<file path="config.mk">
export PLATFORM = sky130hd
export DESIGN_NAME = fpr_result_bus
export DESIGN_NICKNAME = d
export VERILOG_FILES = /design/src/fpr_cdb_pkg.sv /design/src/fpr_cdb_grant.sv /design/src/fpr_cdb_slots.sv /design/src/fpr_cdb_drive.sv /design/src/fpr_result_bus.sv
export SDC_FILE = /design/constraint.sdc
export NUM_CORES = 1
export LEC_CHECK = 0
export BUFFER_PORTS_ARGS = -buffer_cell sky130_fd_sc_hd__buf_4
export CORE_ASPECT_RATIO = 0.7
export CORE_UTILIZATION = 45
export DETAILED_ROUTE_END_ITERATION = 12
export MAX_ROUTING_LAYER = met4
export PLACE_DENSITY = 0.8
export SKIP_LAST_GASP = 1
export SLEW_MARGIN = 10
export SYNTH_ARGS = -nofsm -noshare
export SYNTH_HDL_FRONTEND = slang
export SYNTH_HIERARCHICAL = 1
export SYNTH_SLANG_ARGS = --single-unit
</file>
<file path="constraint.sdc">
create_clock -name clk -period 2.1 [get_ports clk]
set_clock_uncertainty 0.05 [all_clocks]
set_input_delay 0.42 -clock clk [delete_from_list [all_inputs] [get_ports clk]]
set_output_delay 0.42 -clock clk [all_outputs]
set_load 0.02 [all_outputs]
</file>
<file path="src/fpr_cdb_pkg.sv">
package fpr_cdb_pkg;

	////////////////////////////////////////////////////////////
	// unit ids carried by a bus slot reservation
	////////////////////////////////////////////////////////////

	typedef enum logic [2:0] {
		unit_fdiv,
		unit_fsqrt,
		unit_fadd,
		unit_fmul,
		unit_itof,
		unit_lw,
		unit_fmov
	} fpr_unit_t;

	// one result word on the fp bus
	typedef logic [31:0] word_t;

	////////////////////////////////////////////////////////////
	// requester numbering
	////////////////////////////////////////////////////////////

	// width of the accepted vector
	localparam int n_req = 6;

	// bit positions in the accepted vector
	localparam int req_div  = 0;
	localparam int req_add  = 1;
	localparam int req_mul  = 2;
	localparam int req_itof = 3;
	localparam int req_lw   = 4;
	localparam int req_fmov = 5;

endpackage

</file>
<file path="src/fpr_cdb_grant.sv">
`timescale 1ns/1ps

module fpr_cdb_grant #(
	parameter int DIV_SLOT  = 13,
	parameter int ADD_SLOT  = 5,
	parameter int MUL_SLOT  = 3,
	parameter int ITOF_SLOT = 2
) (
	input  logic [DIV_SLOT:0]                  occupied,
	input  logic                               div_valid,
	input  logic                               add_valid,
	input  logic                               mul_valid,
	input  logic                               itof_valid,
	input  logic                               lw_valid,
	input  logic                               fmov_valid,
	output logic                               add_ready,
	output logic                               mul_ready,
	output logic                               itof_ready,
	output logic                               lw_ready,
	output logic                               fmov_ready,
	output logic [fpr_cdb_pkg::n_req-1:0]      accepted
);

	////////////////////////////////////////////////////////////
	// per-unit ready
	////////////////////////////////////////////////////////////

	// slot s+1 shifts into s on this edge, so it must be free
	assign add_ready  = !occupied[ADD_SLOT+1];
	assign mul_ready  = !occupied[MUL_SLOT+1];
	assign itof_ready = !occupied[ITOF_SLOT+1];

	// load and move share slot 0, load wins
	assign lw_ready   = !occupied[1];
	assign fmov_ready = !occupied[1] && !lw_valid;

	////////////////////////////////////////////////////////////
	// accepted requests
	////////////////////////////////////////////////////////////

	// divide owns the top slot and never waits
	assign accepted[fpr_cdb_pkg::req_div]  = div_valid;
	assign accepted[fpr_cdb_pkg::req_add]  = add_valid  && add_ready;
	assign accepted[fpr_cdb_pkg::req_mul]  = mul_valid  && mul_ready;
	assign accepted[fpr_cdb_pkg::req_itof] = itof_valid && itof_ready;
	assign accepted[fpr_cdb_pkg::req_lw]   = lw_valid   && lw_ready;
	assign accepted[fpr_cdb_pkg::req_fmov] = fmov_valid && fmov_ready;

endmodule

</file>
<file path="src/fpr_cdb_slots.sv">
`timescale 1ns/1ps

module fpr_cdb_slots #(
	parameter int TAG_W     = 5,
	parameter int DIV_SLOT  = 13,
	parameter int ADD_SLOT  = 5,
	parameter int MUL_SLOT  = 3,
	parameter int ITOF_SLOT = 2
) (
	input  logic                               clk,
	input  logic                               rst_n,
	input  logic [fpr_cdb_pkg::n_req-1:0]      accepted,
	input  logic                               div_is_sqrt,
	input  logic [TAG_W-1:0]                   div_tag,
	input  logic [TAG_W-1:0]                   add_tag,
	input  logic [TAG_W-1:0]                   mul_tag,
	input  logic [TAG_W-1:0]                   itof_tag,
	input  logic [TAG_W-1:0]                   lw_tag,
	input  logic [TAG_W-1:0]                   fmov_tag,
	output logic [DIV_SLOT:0]                  occupied,
	output logic                               head_valid,
	output logic [TAG_W-1:0]                   head_tag,
	output fpr_cdb_pkg::fpr_unit_t             head_unit
);

	// reservation entries, slot 0 is the next one on the bus
	logic [DIV_SLOT:0]          valid_q;
	logic [DIV_SLOT:0]          valid_d;
	logic [TAG_W-1:0]           tag_q  [DIV_SLOT:0];
	logic [TAG_W-1:0]           tag_d  [DIV_SLOT:0];
	fpr_cdb_pkg::fpr_unit_t     unit_q [DIV_SLOT:0];
	fpr_cdb_pkg::fpr_unit_t     unit_d [DIV_SLOT:0];

	////////////////////////////////////////////////////////////
	// shift down and merge new reservations
	////////////////////////////////////////////////////////////

	always_comb begin
		for (int i = 0; i < DIV_SLOT; i++) begin
			valid_d[i] = valid_q[i+1];
			tag_d[i]   = tag_q[i+1];
			unit_d[i]  = unit_q[i+1];
		end

		// top slot only ever takes a divide
		valid_d[DIV_SLOT] = accepted[fpr_cdb_pkg::req_div];
		tag_d[DIV_SLOT]   = div_tag;
		unit_d[DIV_SLOT]  = div_is_sqrt ? fpr_cdb_pkg::unit_fsqrt : fpr_cdb_pkg::unit_fdiv;

		// grant keeps these slots free of shifted entries
		if (accepted[fpr_cdb_pkg::req_add]) begin
			valid_d[ADD_SLOT] = 1'b1;
			tag_d[ADD_SLOT]   = add_tag;
			unit_d[ADD_SLOT]  = fpr_cdb_pkg::unit_fadd;
		end
		if (accepted[fpr_cdb_pkg::req_mul]) begin
			valid_d[MUL_SLOT] = 1'b1;
			tag_d[MUL_SLOT]   = mul_tag;
			unit_d[MUL_SLOT]  = fpr_cdb_pkg::unit_fmul;
		end
		if (accepted[fpr_cdb_pkg::req_itof]) begin
			valid_d[ITOF_SLOT] = 1'b1;
			tag_d[ITOF_SLOT]   = itof_tag;
			unit_d[ITOF_SLOT]  = fpr_cdb_pkg::unit_itof;
		end

		// slot 0, at most one of load or move
		if (accepted[fpr_cdb_pkg::req_lw]) begin
			valid_d[0] = 1'b1;
			tag_d[0]   = lw_tag;
			unit_d[0]  = fpr_cdb_pkg::unit_lw;
		end else if (accepted[fpr_cdb_pkg::req_fmov]) begin
			valid_d[0] = 1'b1;
			tag_d[0]   = fmov_tag;
			unit_d[0]  = fpr_cdb_pkg::unit_fmov;
		end
	end

	////////////////////////////////////////////////////////////
	// registers
	////////////////////////////////////////////////////////////

	always_ff @(posedge clk or negedge rst_n) begin
		if (!rst_n) begin
			valid_q <= '0;
		end else begin
			valid_q <= valid_d;
		end
	end

	always_ff @(posedge clk) begin
		tag_q  <= tag_d;
		unit_q <= unit_d;
	end

	assign occupied   = valid_q;
	assign head_valid = valid_q[0];
	assign head_tag   = tag_q[0];
	assign head_unit  = unit_q[0];

endmodule

</file>
<file path="src/fpr_cdb_drive.sv">
`timescale 1ns/1ps

module fpr_cdb_drive #(
	parameter int TAG_W = 5
) (
	input  logic                     clk,
	input  logic                     rst_n,
	input  logic                     head_valid,
	input  logic [TAG_W-1:0]         head_tag,
	input  fpr_cdb_pkg::fpr_unit_t   head_unit,
	input  fpr_cdb_pkg::word_t       fdiv_result,
	input  fpr_cdb_pkg::word_t       fsqrt_result,
	input  fpr_cdb_pkg::word_t       fadd_result,
	input  fpr_cdb_pkg::word_t       fmul_result,
	input  fpr_cdb_pkg::word_t       itof_result,
	input  fpr_cdb_pkg::word_t       lw_result,
	input  fpr_cdb_pkg::word_t       fmov_result,
	output logic                     cdb_valid,
	output logic [TAG_W-1:0]         cdb_tag,
	output fpr_cdb_pkg::word_t       cdb_data
);

	fpr_cdb_pkg::word_t sel_data;

	////////////////////////////////////////////////////////////
	// result select for the head slot
	////////////////////////////////////////////////////////////

	always_comb begin
		case (head_unit)
			fpr_cdb_pkg::unit_fdiv:  sel_data = fdiv_result;
			fpr_cdb_pkg::unit_fsqrt: sel_data = fsqrt_result;
			fpr_cdb_pkg::unit_fadd:  sel_data = fadd_result;
			fpr_cdb_pkg::unit_fmul:  sel_data = fmul_result;
			fpr_cdb_pkg::unit_itof:  sel_data = itof_result;
			fpr_cdb_pkg::unit_lw:    sel_data = lw_result;
			default:                 sel_data = fmov_result;
		endcase
	end

	////////////////////////////////////////////////////////////
	// bus register
	////////////////////////////////////////////////////////////

	always_ff @(posedge clk or negedge rst_n) begin
		if (!rst_n) begin
			cdb_valid <= 1'b0;
		end else begin
			cdb_valid <= head_valid;
		end
	end

	// tag and data keep the last result between slots
	always_ff @(posedge clk) begin
		if (head_valid) begin
			cdb_tag  <= head_tag;
			cdb_data <= sel_data;
		end
	end

endmodule

</file>
<file path="src/fpr_result_bus.sv">
`timescale 1ns/1ps

module fpr_result_bus #(
	parameter int TAG_W     = 5,
	parameter int DIV_SLOT  = 13,
	parameter int ADD_SLOT  = 5,
	parameter int MUL_SLOT  = 3,
	parameter int ITOF_SLOT = 2
) (
	input  logic                  clk,
	input  logic                  rst_n,

	// divide and square root, always accepted
	input  logic                  div_valid,
	input  logic                  div_is_sqrt,
	input  logic [TAG_W-1:0]      div_tag,

	input  logic                  add_valid,
	input  logic [TAG_W-1:0]      add_tag,
	output logic                  add_ready,

	input  logic                  mul_valid,
	input  logic [TAG_W-1:0]      mul_tag,
	output logic                  mul_ready,

	input  logic                  itof_valid,
	input  logic [TAG_W-1:0]      itof_tag,
	output logic                  itof_ready,

	input  logic                  lw_valid,
	input  logic [TAG_W-1:0]      lw_tag,
	output logic                  lw_ready,

	input  logic                  fmov_valid,
	input  logic [TAG_W-1:0]      fmov_tag,
	output logic                  fmov_ready,

	// unit results, sampled the cycle before the bus
	input  fpr_cdb_pkg::word_t    fdiv_result,
	input  fpr_cdb_pkg::word_t    fsqrt_result,
	input  fpr_cdb_pkg::word_t    fadd_result,
	input  fpr_cdb_pkg::word_t    fmul_result,
	input  fpr_cdb_pkg::word_t    itof_result,
	input  fpr_cdb_pkg::word_t    lw_result,
	input  fpr_cdb_pkg::word_t    fmov_result,

	output logic                  cdb_valid,
	output logic [TAG_W-1:0]      cdb_tag,
	output fpr_cdb_pkg::word_t    cdb_data
);

	////////////////////////////////////////////////////////////
	// internal wiring
	////////////////////////////////////////////////////////////

	logic [DIV_SLOT:0]                  occupied;
	logic [fpr_cdb_pkg::n_req-1:0]      accepted;
	logic                               head_valid;
	logic [TAG_W-1:0]                   head_tag;
	fpr_cdb_pkg::fpr_unit_t             head_unit;

	fpr_cdb_grant #(
		.DIV_SLOT(DIV_SLOT),
		.ADD_SLOT(ADD_SLOT),
		.MUL_SLOT(MUL_SLOT),
		.ITOF_SLOT(ITOF_SLOT)
	) u_grant (
		.occupied,
		.div_valid,
		.add_valid,
		.mul_valid,
		.itof_valid,
		.lw_valid,
		.fmov_valid,
		.add_ready,
		.mul_ready,
		.itof_ready,
		.lw_ready,
		.fmov_ready,
		.accepted
	);

	fpr_cdb_slots #(
		.TAG_W(TAG_W),
		.DIV_SLOT(DIV_SLOT),
		.ADD_SLOT(ADD_SLOT),
		.MUL_SLOT(MUL_SLOT),
		.ITOF_SLOT(ITOF_SLOT)
	) u_slots (
		.clk,
		.rst_n,
		.accepted,
		.div_is_sqrt,
		.div_tag,
		.add_tag,
		.mul_tag,
		.itof_tag,
		.lw_tag,
		.fmov_tag,
		.occupied,
		.head_valid,
		.head_tag,
		.head_unit
	);

	fpr_cdb_drive #(
		.TAG_W(TAG_W)
	) u_drive (
		.clk,
		.rst_n,
		.head_valid,
		.head_tag,
		.head_unit,
		.fdiv_result,
		.fsqrt_result,
		.fadd_result,
		.fmul_result,
		.itof_result,
		.lw_result,
		.fmov_result,
		.cdb_valid,
		.cdb_tag,
		.cdb_data
	);

endmodule

</file>
### Yosys cells after proc, flatten, opt, wreduce, memory -nomap -nowiden

Cells that the tools add are included.

* equal/unequal tests: 5
* mux-type cells: 13
* reduce and logical (&&, ||, !) cells: 13

Operators by type and width (number)
* 32-bit case mux with 6 select lines: 1
* 5-bit two-way mux: 5
* 3-bit by 2-bit == test with 1-bit output, second input constant: 2
* 3-bit == test, second input constant: 2
* 1-bit logical AND: 6
* 1-bit two-way mux: 6
* 1-bit zero test: 5
* 3-bit by 1-bit == test with 1-bit output, second input constant: 1
* 3-bit zero test: 1
* 2-bit two-way mux: 1
* 2-bit OR reduction: 1

* bits in registers: 164
* input bits: 263
* output and inout bits: 43

### Depth between registers and ports, before layout

* depth after elaboration: 5
* depth in mapped cells: 7
* depth with buffers taken out: 3

### Modules after synthesis

The synthesis kept the hierarchy.

Modules (own cells, without submodules)
* fpr_cdb_drive: times used 1, area an instance 3130.5 um2, cells each 287
* fpr_cdb_slots: times used 1, area an instance 2722.6 um2, cells each 174
* fpr_cdb_grant: times used 1, area an instance 63.8 um2, cells each 11

### Worst setup path after synthesis

OpenSTA, ideal clock, no wires.

* kind: register to register
* from: register u_slots.unit_q, in the netlist u_slots/head_unit[2]
* to: register u_drive.cdb_data[12] (data pin)
* arrival time: 1.217 ns
* path buffers: 4
* required time: 1.796 ns
* path slack: 0.579 ns
* cell stages (with the launch flop): 8
* setup time: 0.254 ns
* cell sequence: dfxtp_1 > buf_4 > buf_2 > buf_6 > buf_4 > mux2i_1 > o22ai_1 > a21o_1

* cells in the longest elaborated chain, start to end: 2
* elaborated cells on any way between the ends: 7
* those cells by class: eq/ne: 5; mux: 1; reduce/logical: 1

RTL lines
* start: declaration: line fpr_cdb_slots.sv:31 `fpr_cdb_pkg::fpr_unit_t unit_q [DIV_SLOT:0];`
* start signal: assignment: line fpr_cdb_slots.sv:93 `unit_q <= unit_d;`
* 3-bit == test, or another cell as far along: line fpr_cdb_drive.sv:30 `case (head_unit)`
* 32-bit case mux with 6 select lines *: line fpr_cdb_drive.sv:30
* net u_drive.sel_data[12]: line fpr_cdb_drive.sv:23 `fpr_cdb_pkg::word_t sel_data;`
* end signal: assignment: line fpr_cdb_drive.sv:57 `cdb_data <= sel_data;`
* end: declaration: line fpr_cdb_drive.sv:20 `output fpr_cdb_pkg::word_t cdb_data`

Mark *: on every way through the listed nets, which the timed path passes. The rest lies on a longest branch.
A chain may end at the register's enable or synchronous reset.

### Final worst setup path

* from: register u_slots.unit_q, in the netlist u_slots/head_unit[0]
* to: register u_drive.cdb_data[7] (data pin)

The elaborated chain is that of the path after synthesis.

==> flow_results.org <==
** Run status
- Status :: finished, violations left
- Violations in the final reports :: design-rule violations

** Final layout
- The final layout contains around 1000 nets.
- 0 antenna diodes ended up in the layout.
- Area growth from synthesis to layout :: 50.0%
- Share of cells above drive strength 1 :: 0.510

** Routing
- In the final routed layout, each cell accounts on average for around 20 µm.
- The detailed router placed 4850 vias in this run.
- For this run, design rule violations remaining after detail routing come to 34.
- In this run the remaining antenna-violating nets after routing total 0.
- Detailed-route vias per instance :: 5.18
- The detailed router finished its first iteration with ~360 violations.
- For this block, the routed nets add up to about 19000 µm of wire.
- The first TritonRoute pass finished after 9 iterations.

** Setup path
- Cells along the critical path :: buf_4 -> mux2_4 -> o211ai_2 -> o211ai_2
- At the worst endpoint, the arrival time is roughly 1900 ps.
- Largest stage delay, worst path :: 700 ps
- Slowest library cell on the worst path :: sky130_fd_sc_hd__dfxtp_2
- STA puts the critical path data required time at between 2000 and 2500 ps.
- Most frequent cell on the critical path :: sky130_fd_sc_hd__o211ai_2
- Crit-path max FO :: 18
- STA classifies the critical path startpoint as a register.
- Together, buffers and inverters on the worst path number 1.
- The worst setup path is of the register to register kind.
- Top cell family by delay on the critical path :: flip-flops
- The endpoint identified for the worst register-to-register timing path is u_drive/cdb_data[7]$_DFFE_PP_.
- Endpoint type of the worst setup path :: register
- The worst register-to-register path begins at u_slots/head_unit[0]$_SDFF_PP1_.
- Logic depth of the worst register-to-register path :: 4
- Worst-case register-to-register setup slack :: roughly 280 ps

** Clock tree
- Latest clock arrival within the worst-skew pair :: 410 ps
- Clock H-tree levels :: 4
- CTS-repair resized insts :: 0
- Clock tree synthesis inserted a total of 17 buffers.
- Maximum buffer depth of the clock tree :: 2
- # clock sinks :: approximately 150
- Clk Tree Root Cell :: sky130_fd_sc_hd__clkbuf_16
- Clock edge transition at the registers on the reported setup and hold paths :: ~70 ps
- TritonCTS built the clock tree.

** Global route
- The number of antenna violations at the first check in global routing came to 0.
- The number of global-route vias before repair is 4988.
- Entering global routing, the biggest net connects between 40 and 50 pins.
- GRT Overall Usage :: 0.290
- Gr ovfl total :: 0
- Global-route wire length before repair :: about 28000 µm

** Min path
- The worst hold path begins at div_tag[2].
- The path with the worst hold slack has its endpoint at u_slots/tag_d[62]$_DFF_P_.
- Counting instances, the worst hold path has a depth of 1.
- Type of the most critical hold path :: input pin to register

** Place
- Detailed placement ended at an HPWL of 14200 µm.
- Number of input and output port buffers inserted :: approximately 310
- RePlAce Congestion :: about 0.95

** Timing
- Based on the critical path, the design can be clocked at up to roughly 550 MHz.
- Of the available clock period, the critical path in the final layout requires 0.867.
- Max Slew Vio Count :: 0
- Setup total negative slack on the finished layout was measured at 0 ps.
- Worst Tran Pin Value :: 593 ps
- Measured against its own limit, the worst slew margin works out to 0.605.
- The worst path in the final design needs a cycle of 1820 ps, including I/O delays and setup.
- Setup repair after global routing left no endpoint under its margin.
- The number of hold violations in the final report is 0.
- Endpoints failing setup :: 0

** Pwr
- PD cells :: slightly above 900 mW/mm²
- For this design the static power due to leakage is between 4 and 5 nW.
- Post-layout power :: 0.00799 W
- VDD sags by at most between 0.9 and 1 mV.

** Floorplan
- The floorplan step set the die width to ~140 µm.
- The floorplan step defined a die boundary enclosing between 0.01 and 0.015 mm².
- Number of core rows :: 34
- Pin placement for this block handled roughly 310 I/O pins.
- Chip Height :: roughly 97 µm
- The initial utilization of the core area, before any placement, comes to 0.466.
- Core box area :: 0.0125 mm²

** Logic synthesis
- The average instance in the mapped netlist occupies ~13 µm².
- During synthesis, Yosys emitted a total of 6 warnings.
- Net Count, Synth :: 725
- The synthesized netlist occupies a cell area of 0.00584 mm².
- Synth Instances :: approximately 460

** Run
- Max-cap violations in this run came to 0.
==> state kept, by name, summed over array words and instances, names as in the netlist <==
signal / flops
u_slots/head_unit: 3
u_slots/tag_q: 20
u_slots/unit_d: 12
u_slots/tag_d: 45
u_slots/head_tag: 5
u_drive/cdb_data: 32
u_drive/cdb_tag: 5
u_slots/unit_q: 8
u_drive/cdb_valid: 1
u_slots/occupied: 14
==> worst register-to-register path, stage by stage, from the launching register on <==
cell and delay [ps]:
sky130_fd_sc_hd__dfxtp_2 700, sky130_fd_sc_hd__buf_4 250, sky130_fd_sc_hd__mux2_4 310, sky130_fd_sc_hd__o211ai_2 170, sky130_fd_sc_hd__o211ai_2 100
==> power by group <==
| part | leakage, nW | internal (W) | switching (W) |
|---|---|---|---|
| logic | 2.50 | 0.000903 | 0.000818 |
| registers | 1.34 | 0.00323 | 0.000159 |
| clock network | 0.279 | 0.00158 | 0.00130 |
| total | 4.12 | 0.00571 | 0.00227 |
==> placed cells by master (no fill, tap or decap), types with 2 or more instances in the layout <==
| cell | instances |
|---|---|
| sky130_fd_sc_hd__nor3b_4 | 2 |
| sky130_fd_sc_hd__nand2b_1 | 10 |
| sky130_fd_sc_hd__or2_2 | 5 |
| sky130_fd_sc_hd__mux2_1 | 4 |
| sky130_fd_sc_hd__inv_8 | 4 |
| sky130_fd_sc_hd__a22oi_1 | 18 |
| sky130_fd_sc_hd__o21ai_0 | 28 |
| sky130_fd_sc_hd__clkbuf_16 | 17 |
| sky130_fd_sc_hd__nand2_1 | 28 |
| sky130_fd_sc_hd__dfrtp_1 | 14 |
| sky130_fd_sc_hd__mux2_4 | 5 |
| sky130_fd_sc_hd__or3_1 | 2 |
| sky130_fd_sc_hd__mux2_2 | 15 |
| sky130_fd_sc_hd__edfxtp_1 | 37 |
| sky130_fd_sc_hd__dfxtp_1 | 90 |
| sky130_fd_sc_hd__o211ai_2 | 10 |
| sky130_fd_sc_hd__dfxtp_2 | 2 |
| sky130_fd_sc_hd__a21o_1 | 24 |
| sky130_fd_sc_hd__mux2i_1 | 74 |
| sky130_fd_sc_hd__buf_4 | 318 |
| sky130_fd_sc_hd__nor2b_1 | 7 |
| sky130_fd_sc_hd__o22ai_1 | 23 |
| sky130_fd_sc_hd__inv_1 | 5 |
| sky130_fd_sc_hd__buf_12 | 3 |
| sky130_fd_sc_hd__inv_6 | 4 |
| sky130_fd_sc_hd__clkinv_4 | 2 |
| sky130_fd_sc_hd__nor2_1 | 3 |
| sky130_fd_sc_hd__o211ai_1 | 8 |
| sky130_fd_sc_hd__clkinv_8 | 2 |
==> metrics by stage <==
step | instance area [µm²] | utilization | worst slack [ps] | hold slack [ps] | cells
3_5_place_dp | 8180 | 0.652 | 298 | 233 | 903
6_report | 8760 | 0.698 | 278 | 52.7 | 936
3_3_place_gp | 8180 | 0.652 | 343 | 226 | 903
4_1_cts | 8760 | 0.698 | 288 | 35.1 | 936
2_1_floorplan | 5840 | - | 579 | 74.4 | 462
5_1_grt | 8760 | 0.698 | 217 | 30.1 | 936
==> per-layer routing <==
| metal | vias to the layer above | global-route usage | part of all wire |
|---|---|---|---|
| met2 | 236 | 0.455 | 0.48 |
| met1 | 2296 | 0.347 | 0.41 |
| met3 | 40 | 0.0907 | 0.079 |
| li1 | 2278 | - | - |
| met4 | 0 | 0.122 | 0.030 |
| met5 | - | - | 0 |
==> final cells by class <==
type / instances / area [µm²]
sequential: 145 / 3360
clock buffer: 18 / 429
timing repair buffer: 322 / 2460
clock inverter: 14 / 143
fill: 926 / 3790
multi-input combinational: 270 / 2150
inverter: 5 / 18.8
tap: 162 / 203
==> timing repair <==
action / in CTS / in global routing
hold endpoints to repair: 15 / 0
hold buffers: 1 / 0
setup buffers: 0 / 0
==> how the worst max path moves through the flow <==
stage | startpoint | end | slack (ps) | depth (start not counted)
floorplan | u_slots/head_unit[2]$_SDFF_PP1_ | u_drive/cdb_data[12]$_DFFE_PP_ | 580 | 7
global placement | u_slots/head_unit[0]$_SDFF_PP1_ | u_drive/cdb_data[16]$_DFFE_PP_ | 340 | 4
detailed placement | u_slots/head_unit[0]$_SDFF_PP1_ | u_drive/cdb_data[7]$_DFFE_PP_ | 300 | 4
CTS | u_slots/head_unit[0]$_SDFF_PP1_ | u_drive/cdb_data[7]$_DFFE_PP_ | 290 | 4
global route | u_slots/head_unit[0]$_SDFF_PP1_ | u_drive/cdb_data[25]$_DFFE_PP_ | 220 | 4
finish | u_slots/head_unit[0]$_SDFF_PP1_ | u_drive/cdb_data[7]$_DFFE_PP_ | 280 | 4
Power figures use the tool's default switching activity.
